**src/verilog/viterbi_defines.svh**
```systemverilog
`ifndef VITERBI_DEFINES_SVH
`define VITERBI_DEFINES_SVH

// ----------------------------------------------------------------------
// convolutional code, rate 1/2
// ----------------------------------------------------------------------
`define VIT_K           4        // constraint length
`define VIT_STATES      8        // 2**(K-1) trellis states

// tap masks, new input bit in the MSB
`define VIT_G0          4'b1011  // 13 octal, symbol bit 1
`define VIT_G1          4'b1111  // 17 octal, symbol bit 0

// ----------------------------------------------------------------------
// frame and metric sizing
// ----------------------------------------------------------------------
`define VIT_FRAME_LEN   256      // symbols per frame, tail included
`define VIT_ADDR_W      8        // index into one frame

// kept narrow so normalization happens often
`define VIT_PM_W        5

`endif

```
**src/verilog/viterbi_pkg.sv**
```systemverilog
package viterbi_pkg;

`include "viterbi_defines.svh"

   // one received code symbol, {g0 bit, g1 bit}
   typedef logic [1:0] sym_t;

   // trellis state, newest input bit in the MSB
   typedef logic [`VIT_K-2:0] state_t;

   // accumulated Hamming cost of a survivor path
   typedef logic [`VIT_PM_W-1:0] metric_t;

   // one decision bit per state for a trellis step
   // bit set means the predecessor ending in 1 won
   typedef logic [`VIT_STATES-1:0] decision_t;

   // symbol index within a frame
   typedef logic [`VIT_ADDR_W-1:0] frame_addr_t;

endpackage

```
**src/verilog/ram_if.sv**
```systemverilog
`timescale 1ns/1ps

interface ram_if #(
   parameter type data_t = logic,
   parameter int  DEPTH  = 256
) ();

   localparam int ADDR_W = $clog2(DEPTH);

   logic              we;
   logic [ADDR_W-1:0] waddr;
   data_t             wdata;
   logic [ADDR_W-1:0] raddr;
   data_t             rdata;    // belongs to last cycle's raddr

   modport writer (output we, output waddr, output wdata);

   modport reader (output raddr, input rdata);

   modport mem (
      input  we,
      input  waddr,
      input  wdata,
      input  raddr,
      output rdata
   );

endinterface

```
**src/verilog/sdp_ram.sv**
```systemverilog
`timescale 1ns/1ps

module sdp_ram #(
   parameter type data_t = logic,
   parameter int  DEPTH  = 256
) (
   input logic clk,
   ram_if.mem  mem_if
);

   data_t mem [DEPTH];

   // write port
   always_ff @(posedge clk) begin
      if (mem_if.we) begin
         mem[mem_if.waddr] <= mem_if.wdata;
      end
   end

   // read port, one cycle latency
   // a read of the address being written returns the old word
   always_ff @(posedge clk) begin
      mem_if.rdata <= mem[mem_if.raddr];
   end

endmodule

```
**src/verilog/path_metric_unit.sv**
```systemverilog
`timescale 1ns/1ps
`include "viterbi_defines.svh"

module path_metric_unit (
   input  logic                   clk,
   input  logic                   rst,
   input  logic                   advance_i,
   input  logic                   clear_i,
   input  viterbi_pkg::sym_t      sym_i,
   output viterbi_pkg::decision_t decision_o
);

   viterbi_pkg::metric_t   pm_q [`VIT_STATES];
   viterbi_pkg::metric_t   pm_d [`VIT_STATES];
   logic [`VIT_STATES-1:0] valid_q;
   logic [`VIT_STATES-1:0] valid_d;
   logic [`VIT_STATES-1:0] msb_set;  // MSB set or state not in use
   logic [1:0]             bm [4];   // distance to each codeword
   logic                   norm;

   // codeword on the branch into s from predecessor {s[1:0], low}
   function automatic viterbi_pkg::sym_t branch_sym(input viterbi_pkg::state_t s,
                                                    input logic low);
      logic [`VIT_K-1:0] taps;
      taps = {s[2], s[1:0], low};
      return {^(taps & `VIT_G0), ^(taps & `VIT_G1)};
   endfunction

   // ----------------------------------------------------------------------
   // branch metrics
   // ----------------------------------------------------------------------
   always_comb begin : bmc
      logic [1:0] diff;
      for (int c = 0; c < 4; c++) begin
         diff  = sym_i ^ 2'(c);
         bm[c] = {1'b0, diff[1]} + {1'b0, diff[0]};
      end
   end

   // ----------------------------------------------------------------------
   // add compare select, one per state
   // ----------------------------------------------------------------------
   always_comb begin : acs
      viterbi_pkg::state_t  st;
      viterbi_pkg::state_t  p0;
      viterbi_pkg::state_t  p1;
      viterbi_pkg::metric_t m0;
      viterbi_pkg::metric_t m1;
      for (int s = 0; s < `VIT_STATES; s++) begin
         st = viterbi_pkg::state_t'(s);
         p0 = {st[1:0], 1'b0};
         p1 = {st[1:0], 1'b1};
         m0 = pm_q[p0] + viterbi_pkg::metric_t'(bm[branch_sym(st, 1'b0)]);
         m1 = pm_q[p1] + viterbi_pkg::metric_t'(bm[branch_sym(st, 1'b1)]);
         if (valid_q[p1] && (!valid_q[p0] || (m1 < m0))) begin
            decision_o[s] = 1'b1;
            pm_d[s]       = m1;
         end else begin
            decision_o[s] = 1'b0;   // ties go to the low predecessor
            pm_d[s]       = m0;
         end
         valid_d[s] = valid_q[p0] | valid_q[p1];
         msb_set[s] = pm_d[s][`VIT_PM_W-1] | ~valid_d[s];
      end
   end

   assign norm = &msb_set;   // every live metric past half range

   // ----------------------------------------------------------------------
   // metric and validity registers
   // ----------------------------------------------------------------------
   always_ff @(posedge clk or negedge rst) begin
      if (!rst) begin
         valid_q <= {{(`VIT_STATES-1){1'b0}}, 1'b1};
         for (int s = 0; s < `VIT_STATES; s++) begin
            pm_q[s] <= '0;
         end
      end else if (clear_i) begin
         valid_q <= {{(`VIT_STATES-1){1'b0}}, 1'b1};   // only state 0 at frame start
         for (int s = 0; s < `VIT_STATES; s++) begin
            pm_q[s] <= '0;
         end
      end else if (advance_i) begin
         valid_q <= valid_d;
         for (int s = 0; s < `VIT_STATES; s++) begin
            pm_q[s] <= norm ? {1'b0, pm_d[s][`VIT_PM_W-2:0]} : pm_d[s];
         end
      end
   end

endmodule

```
**src/verilog/traceback_unit.sv**
```systemverilog
`timescale 1ns/1ps
`include "viterbi_defines.svh"

module traceback_unit (
   input  logic  clk,
   input  logic  rst,
   input  logic  start_i,
   ram_if.reader surv_rd,
   ram_if.writer order_wr,
   output logic  done_o
);

   viterbi_pkg::frame_addr_t rd_idx;      // next survivor word to fetch
   viterbi_pkg::frame_addr_t rsp_idx;     // index of the word now on rdata
   logic                     rd_active;
   logic                     rsp_valid;
   viterbi_pkg::state_t      cur_state;

   // ----------------------------------------------------------------------
   // read side, last symbol first
   // ----------------------------------------------------------------------
   assign surv_rd.raddr = rd_idx;

   always_ff @(posedge clk or negedge rst) begin
      if (!rst) begin
         rd_active <= 1'b0;
         rd_idx    <= '0;
      end else if (start_i) begin
         rd_active <= 1'b1;
         rd_idx    <= viterbi_pkg::frame_addr_t'(`VIT_FRAME_LEN - 1);
      end else if (rd_active) begin
         rd_idx <= rd_idx - 1'b1;
         if (rd_idx == '0) begin
            rd_active <= 1'b0;   // index 0 issued
         end
      end
   end

   // ----------------------------------------------------------------------
   // walk back one step per returned word
   // ----------------------------------------------------------------------
   always_ff @(posedge clk or negedge rst) begin
      if (!rst) begin
         rsp_valid <= 1'b0;
         rsp_idx   <= '0;
         cur_state <= '0;
         done_o    <= 1'b0;
      end else begin
         rsp_valid <= rd_active;
         rsp_idx   <= rd_idx;
         done_o    <= rsp_valid && (rsp_idx == '0);
         if (start_i) begin
            cur_state <= '0;   // tail bits flush the encoder to 0
         end else if (rsp_valid) begin
            cur_state <= {cur_state[1:0], surv_rd.rdata[cur_state]};
         end
      end
   end

   // decoded bit lands at its own index, so the frame reads out in order
   assign order_wr.we    = rsp_valid;
   assign order_wr.waddr = rsp_idx;
   assign order_wr.wdata = cur_state[2];

endmodule

```
**src/verilog/frame_control.sv**
```systemverilog
`timescale 1ns/1ps
`include "viterbi_defines.svh"

module frame_control (
   input  logic                   clk,
   input  logic                   rst,
   input  logic                   sym_valid_i,
   output logic                   sym_ready_o,
   input  viterbi_pkg::decision_t decision_i,
   output logic                   advance_o,
   output logic                   clear_o,
   ram_if.writer                  surv_wr,
   output logic                   tb_start_o,
   input  logic                   tb_done_i,
   ram_if.reader                  order_rd,
   output logic                   bit_valid_o,
   output logic                   bit_o
);

   typedef enum logic [1:0] {
      PH_ACCEPT,   // taking symbols
      PH_TRACE,    // traceback running
      PH_EMIT      // reading out decoded bits
   } phase_t;

   phase_t                   phase;
   viterbi_pkg::frame_addr_t idx;          // symbol index, then output index
   logic                     xfer;
   logic                     last_sym;
   logic                     emit_rd;
   logic                     emit_drain;

   // ----------------------------------------------------------------------
   // input side
   // ----------------------------------------------------------------------
   assign sym_ready_o = (phase == PH_ACCEPT);
   assign xfer        = sym_valid_i & sym_ready_o;
   assign last_sym    = (idx == viterbi_pkg::frame_addr_t'(`VIT_FRAME_LEN - 1));

   assign advance_o = xfer;
   assign clear_o   = (phase != PH_ACCEPT);   // metrics restart for the next frame

   // decisions stored on the same edge the metrics move
   assign surv_wr.we    = xfer;
   assign surv_wr.waddr = idx;
   assign surv_wr.wdata = decision_i;

   // ----------------------------------------------------------------------
   // output side
   // ----------------------------------------------------------------------
   // idx has wrapped to 0 and the last beat is on the output
   assign emit_drain = (phase == PH_EMIT) && bit_valid_o && (idx == '0);
   assign emit_rd    = (phase == PH_EMIT) && !emit_drain;

   assign order_rd.raddr = idx;
   assign bit_o          = order_rd.rdata;

   // ----------------------------------------------------------------------
   // frame FSM
   // ----------------------------------------------------------------------
   always_ff @(posedge clk or negedge rst) begin
      if (!rst) begin
         phase       <= PH_ACCEPT;
         idx         <= '0;
         tb_start_o  <= 1'b0;
         bit_valid_o <= 1'b0;
      end else begin
         tb_start_o  <= xfer && last_sym;   // one cycle pulse
         bit_valid_o <= emit_rd;            // data follows the read
         case (phase)
            PH_ACCEPT: begin
               if (xfer) begin
                  idx <= idx + 1'b1;        // wraps to 0 after the last symbol
                  if (last_sym) begin
                     phase <= PH_TRACE;
                  end
               end
            end
            PH_TRACE: begin
               if (tb_done_i) begin
                  phase <= PH_EMIT;
               end
            end
            PH_EMIT: begin
               if (emit_drain) begin
                  phase <= PH_ACCEPT;       // ready again after the last beat
               end else begin
                  idx <= idx + 1'b1;
               end
            end
            default: begin
               phase <= PH_ACCEPT;
            end
         endcase
      end
   end

endmodule

```
**src/verilog/viterbi_decoder.sv**
```systemverilog
`timescale 1ns/1ps
`include "viterbi_defines.svh"

module viterbi_decoder (
   input  logic              clk,
   input  logic              rst,
   input  logic              sym_valid_i,
   input  viterbi_pkg::sym_t sym_i,
   output logic              sym_ready_o,
   output logic              bit_valid_o,
   output logic              bit_o
);

   viterbi_pkg::decision_t decision;
   logic                   advance;
   logic                   clear;
   logic                   tb_start;
   logic                   tb_done;

   // ----------------------------------------------------------------------
   // memory buses
   // ----------------------------------------------------------------------
   ram_if #(.data_t(viterbi_pkg::decision_t), .DEPTH(`VIT_FRAME_LEN)) surv_bus ();
   ram_if #(.data_t(logic), .DEPTH(`VIT_FRAME_LEN)) order_bus ();   // bit reorder

   // ----------------------------------------------------------------------
   // datapath and control
   // ----------------------------------------------------------------------
   path_metric_unit u_path_metric_unit (
      .clk        (clk),
      .rst        (rst),
      .advance_i  (advance),
      .clear_i    (clear),
      .sym_i      (sym_i),
      .decision_o (decision)
   );

   frame_control u_frame_control (
      .clk         (clk),
      .rst         (rst),
      .sym_valid_i (sym_valid_i),
      .sym_ready_o (sym_ready_o),
      .decision_i  (decision),
      .advance_o   (advance),
      .clear_o     (clear),
      .surv_wr     (surv_bus.writer),
      .tb_start_o  (tb_start),
      .tb_done_i   (tb_done),
      .order_rd    (order_bus.reader),
      .bit_valid_o (bit_valid_o),
      .bit_o       (bit_o)
   );

   traceback_unit u_traceback_unit (
      .clk      (clk),
      .rst      (rst),
      .start_i  (tb_start),
      .surv_rd  (surv_bus.reader),
      .order_wr (order_bus.writer),
      .done_o   (tb_done)
   );

   sdp_ram #(.data_t(viterbi_pkg::decision_t), .DEPTH(`VIT_FRAME_LEN)) u_surv_ram (
      .clk    (clk),
      .mem_if (surv_bus.mem)
   );

   sdp_ram #(.data_t(logic), .DEPTH(`VIT_FRAME_LEN)) u_order_ram (
      .clk    (clk),
      .mem_if (order_bus.mem)
   );

endmodule

```
**config.mk**
```make
export PLATFORM = sky130hd
export DESIGN_NAME = viterbi_decoder
export DESIGN_NICKNAME = d
export VERILOG_FILES = /design/src/verilog/viterbi_pkg.sv /design/src/verilog/ram_if.sv /design/src/verilog/sdp_ram.sv /design/src/verilog/path_metric_unit.sv /design/src/verilog/traceback_unit.sv /design/src/verilog/frame_control.sv /design/src/verilog/viterbi_decoder.sv
export VERILOG_INCLUDE_DIRS = /design/src /design/src/verilog
export SDC_FILE = /design/constraint.sdc
export NUM_CORES = 2
export LEC_CHECK = 0
export BUFFER_PORTS_ARGS = -buffer_cell sky130_fd_sc_hd__buf_4
export CAP_MARGIN = 20
export CORE_MARGIN = 10
export CORE_UTILIZATION = 50
export CTS_BUF_LIST = sky130_fd_sc_hd__clkbuf_4
export CTS_CLUSTER_DIAMETER = 30
export DETAILED_ROUTE_END_ITERATION = 7
export GPL_ROUTABILITY_DRIVEN = 0
export PLACE_DENSITY = 0.76
export SLEW_MARGIN = 20
export SYNTH_ARGS = -nofsm -noshare
export SYNTH_HDL_FRONTEND = slang
export SYNTH_SLANG_ARGS = --single-unit
```
**constraint.sdc**
```tcl
create_clock -name clk -period 10.1 [get_ports clk]
set_input_delay 2.02 -clock clk [delete_from_list [all_inputs] [get_ports clk]]
set_output_delay 2.02 -clock clk [all_outputs]
set_load 0.01 [all_outputs]
```
==> impl_metrics.env <==
export IMPL_final_nets=5678
export IMPL_port_buffers=7
export IMPL_finalMaxSlewViolations=0
export IMPL_timing_fmax_mhz=178.7
export IMPL_p_leak_nw=27.71
export IMPL_grt_pass1_wl_um=362700
export IMPL_clockBufferDepth=4
export IMPL_synthTopCellsByArea="edfxtp_1 (71%), mux4_2 (12%), nor2_1 (2.4%)"
export IMPL_async_reset_ff_share_pct=3.262
export IMPL_synth_top_family_by_area="multiplexers"
export IMPL_grt_pass1_vias=54110
export IMPL_h_tree_depth=6
export IMPL_ant_nets=0
export IMPL_path_clk_slew_ns=0.07
export IMPL_synth_seq_cells=2391
export IMPL_die_w_um=460.3
export IMPL_ir_worst_vdd_uv=107.4
export IMPL_vias_per_cell=6.322
export IMPL_grt_max_degree=221
export IMPL_synth_cells=5214
export IMPL_cp_end_kind="flop"
export IMPL_dp_hpwl_um=145500
export IMPL_area_growth_pct=10.24
export IMPL_required_ns=11.08
export IMPL_rows=161
export IMPL_slowest_stage="buf_4"
export IMPL_holdBufCountCts=0
export IMPL_syn_cell_area_mm2=0.09692
export IMPL_hp_start="u_traceback_unit.done_o"
export IMPL_dr_pass1_iters=8
export IMPL_worstSetupPathType="in -> reg"
export IMPL_skew_ns=0.1367
export IMPL_avgSynthCellArea_um2=18.59
export IMPL_synth_compound_area_share_pct=3.846
export IMPL_startpoint_type="input pin"
export IMPL_drc=0
export IMPL_ctsRootBufferMaster="clkbuf_4"
export IMPL_crit_top_cell="ha_1"
export IMPL_critPathBufInv=6
export IMPL_io_pins=8
export IMPL_utilization_pct=55.48
export IMPL_synthFlopType="edfxtp_1"
export IMPL_maxCapViolations=0
export IMPL_yosys_top_cells_count="edfxtp_1 (2304), nor2_1 (625), mux4_2 (519)"
export IMPL_yosysTopAreaCellShare_pct=71.38
export IMPL_status="finished clean"
export IMPL_synthMuxAreaShare_pct=14.44
export IMPL_rsz0062_at_grt="no"
export IMPL_relSlewSlack_pct=16.42
export IMPL_route_final_wire_length_um=248900
export IMPL_synth_xor_area_share_pct=0.6597
export IMPL_overflow=0
export IMPL_synth_area_leader_cell="edfxtp_1"
export IMPL_start_util_pct=50.33
export IMPL_period_share_pct=55.39
export IMPL_via_count=53940
export IMPL_cts_buffers=608
export IMPL_synth_nets=5290
export IMPL_max_stage_delay_ns=0.92
export IMPL_cts_sinks=2391
export IMPL_power_density_mw_per_mm2=176.5
export IMPL_cp_max_fo=98
export IMPL_fin_setup_tns_ns=0
export IMPL_reg2reg_from="u_traceback_unit.surv_rd.raddr[3]"
export IMPL_setup_viol=0
export IMPL_hold_class="reg -> reg"
export IMPL_clk_latency_ns=1.44
export IMPL_cts_tree="built"
export IMPL_worst_pin_slew_ns=1.222
export IMPL_synth_distinct_cells=73
export IMPL_dieArea_mm2=0.2119
export IMPL_cts_resized=0
export IMPL_grt_use_total_pct=23.17
export IMPL_path_delay_family="buffers and inverters"
export IMPL_yosysMostFrequentCell="edfxtp_1"
export IMPL_seq_area_frac_synth_pct=73.58
export IMPL_dieHeight_um=460.3
export IMPL_crit_arrival_ns=6.57
export IMPL_antenna_found_initial=17
export IMPL_period_minus_slack_ns=5.594
export IMPL_synth_simple_area_share_pct=4.464
export IMPL_synth_edf_count=2304
export IMPL_routedWlPerCell_um=29.17
export IMPL_post_cts_repair_setup_buffers=0
export IMPL_path_cells="buf_4 > inv_1 > ha_1 > inv_1 > ha_1 > ha_1 > a21oi_1 > nor2_1 > xnor2_1 > inv_1 > ha_1 > nand3_1 > nand3_1 > a41oi_4 > buf_4 > buf_4"
export IMPL_critPathLaunch="sym_i[0]"
export IMPL_drive_gt1_share_pct=26.65
export IMPL_hold_viol=0
export IMPL_yosys_warnings=0
export IMPL_synth_fa_ha_area_share_pct=0.9165
export IMPL_core_mm2=0.1926
export IMPL_drt_initial_drc_count=7280
[registers in the layout, summed over array words and instances, names as in the netlist, 2 cells and up]
| register | count |
|---|---|
| u_surv_ram.mem | 2048 |
| u_order_ram.mem | 256 |
| u_path_metric_unit.pm_q | 40 |
| u_frame_control.order_rd.raddr | 8 |
| u_surv_ram.mem_if.rdata | 8 |
| u_traceback_unit.order_wr.waddr | 8 |
| u_traceback_unit.surv_rd.raddr | 8 |
| u_path_metric_unit.valid_q | 4 |
| u_traceback_unit.cur_state | 3 |
| u_frame_control.phase | 2 |
[per-layer routing]
metal / up-vias / wire length (um) / global-route usage (%)
met5: - / 80 / 0
met4: 12 / 11770 / 10.76
met3: 696 / 33570 / 7.988
met2: 3796 / 115100 / 35.30
met1: 27360 / 88390 / 30.09
li1: 22090 / - / -
[worst paths after layout]
kind	end	slack, ns	depth (start not counted)
worst max-delay path	u_surv_ram.mem[46][3]	4.51	16
worst min-delay path	u_frame_control.phase[1]	0.48	1
worst max register to register	u_surv_ram.mem_if.rdata[5]	5.09	9
worst min register to register	u_frame_control.phase[1]	0.48	1
max in group asynchronous	u_frame_control.order_rd.raddr[0]	8.34	2
min in group asynchronous	u_traceback_unit.cur_state[2]	0.56	1
[report_power, final]
group          switching, mW  internal [mW]
registers            0.00600           10.7
logic                 0.0489         0.0271
clock network           3.82           4.26
total                   3.88           15.0
[worst register-to-register path, delay by kind of cell, from the launching register on]
family | cells | cell delay (ns)
AOI/OAI and AO/OA | 5 | 1.56
DFF | 1 | 0.96
and+or+nand+nor | 2 | 1.05
buffers and inverters | 2 | 1.26
[cell type report]
cell class	count	area, um^2
Clock inverter	154	1050
Fill cell	14410	85730
Multi-Input combinational cell	2451	23740
Timing Repair Buffer	110	1003
Tap cell	2526	3161
Inverter	40	152.6
Clock buffer	847	6359
Sequential cell	2391	71350
Antenna cell	14	35.03
[placed cells by master (no fill, tap or decap), types with 32 or more instances in the layout]
master    netlist  final
a211oi_1       46     45
a21oi_1       109    109
a22o_1         32     32
a22oi_1        96     96
buf_4          20     94
clkbuf_4        0    847
clkinv_1        2    100
dfrtp_1        77     67
edfxtp_1     2304   2304
ha_1           71     71
inv_1          38     37
mux2i_1       210    210
mux4_2        519    519
nand2_1       202    202
nand3_1        70     67
nor2_1        625    621
o21ai_0        43     43
xnor2_1        34     34
xor2_1         39     39
[logic make-up (layout without fill, tap and decap cells)]
logic type                 Yosys count  after routing
DFF                               2391           2391
adders and majority gates           71             71
muxes                              747            747
other                                0             14
buffers and inverters              372           1151
AOI/OAI and AO/OA                  526            526
xor gates and xnor gates            73             73
and+or+nand+nor                   1034           1034
[metrics by stage]
stage / cell area, um^2 / cells / setup WS (ns) / power (mW) / hold slack (ns)
final: 106900 / 8533 / 4.506 / 18.86 / 0.4846
after detailed placement: 99380 / 7517 / 3.239 / 10.99 / 0.4888
after floorplan: 96920 / 5214 / 0.5613 / 10.97 / 0.3519
after global placement: 99370 / 7517 / 3.454 / 10.99 / 0.4738
after CTS: 106800 / 8518 / 4.713 / 18.96 / 0.4754
after global routing: 106800 / 8526 / 4.324 / 19.49 / 0.5058
No activity file was read; power rests on OpenSTA's default activity.
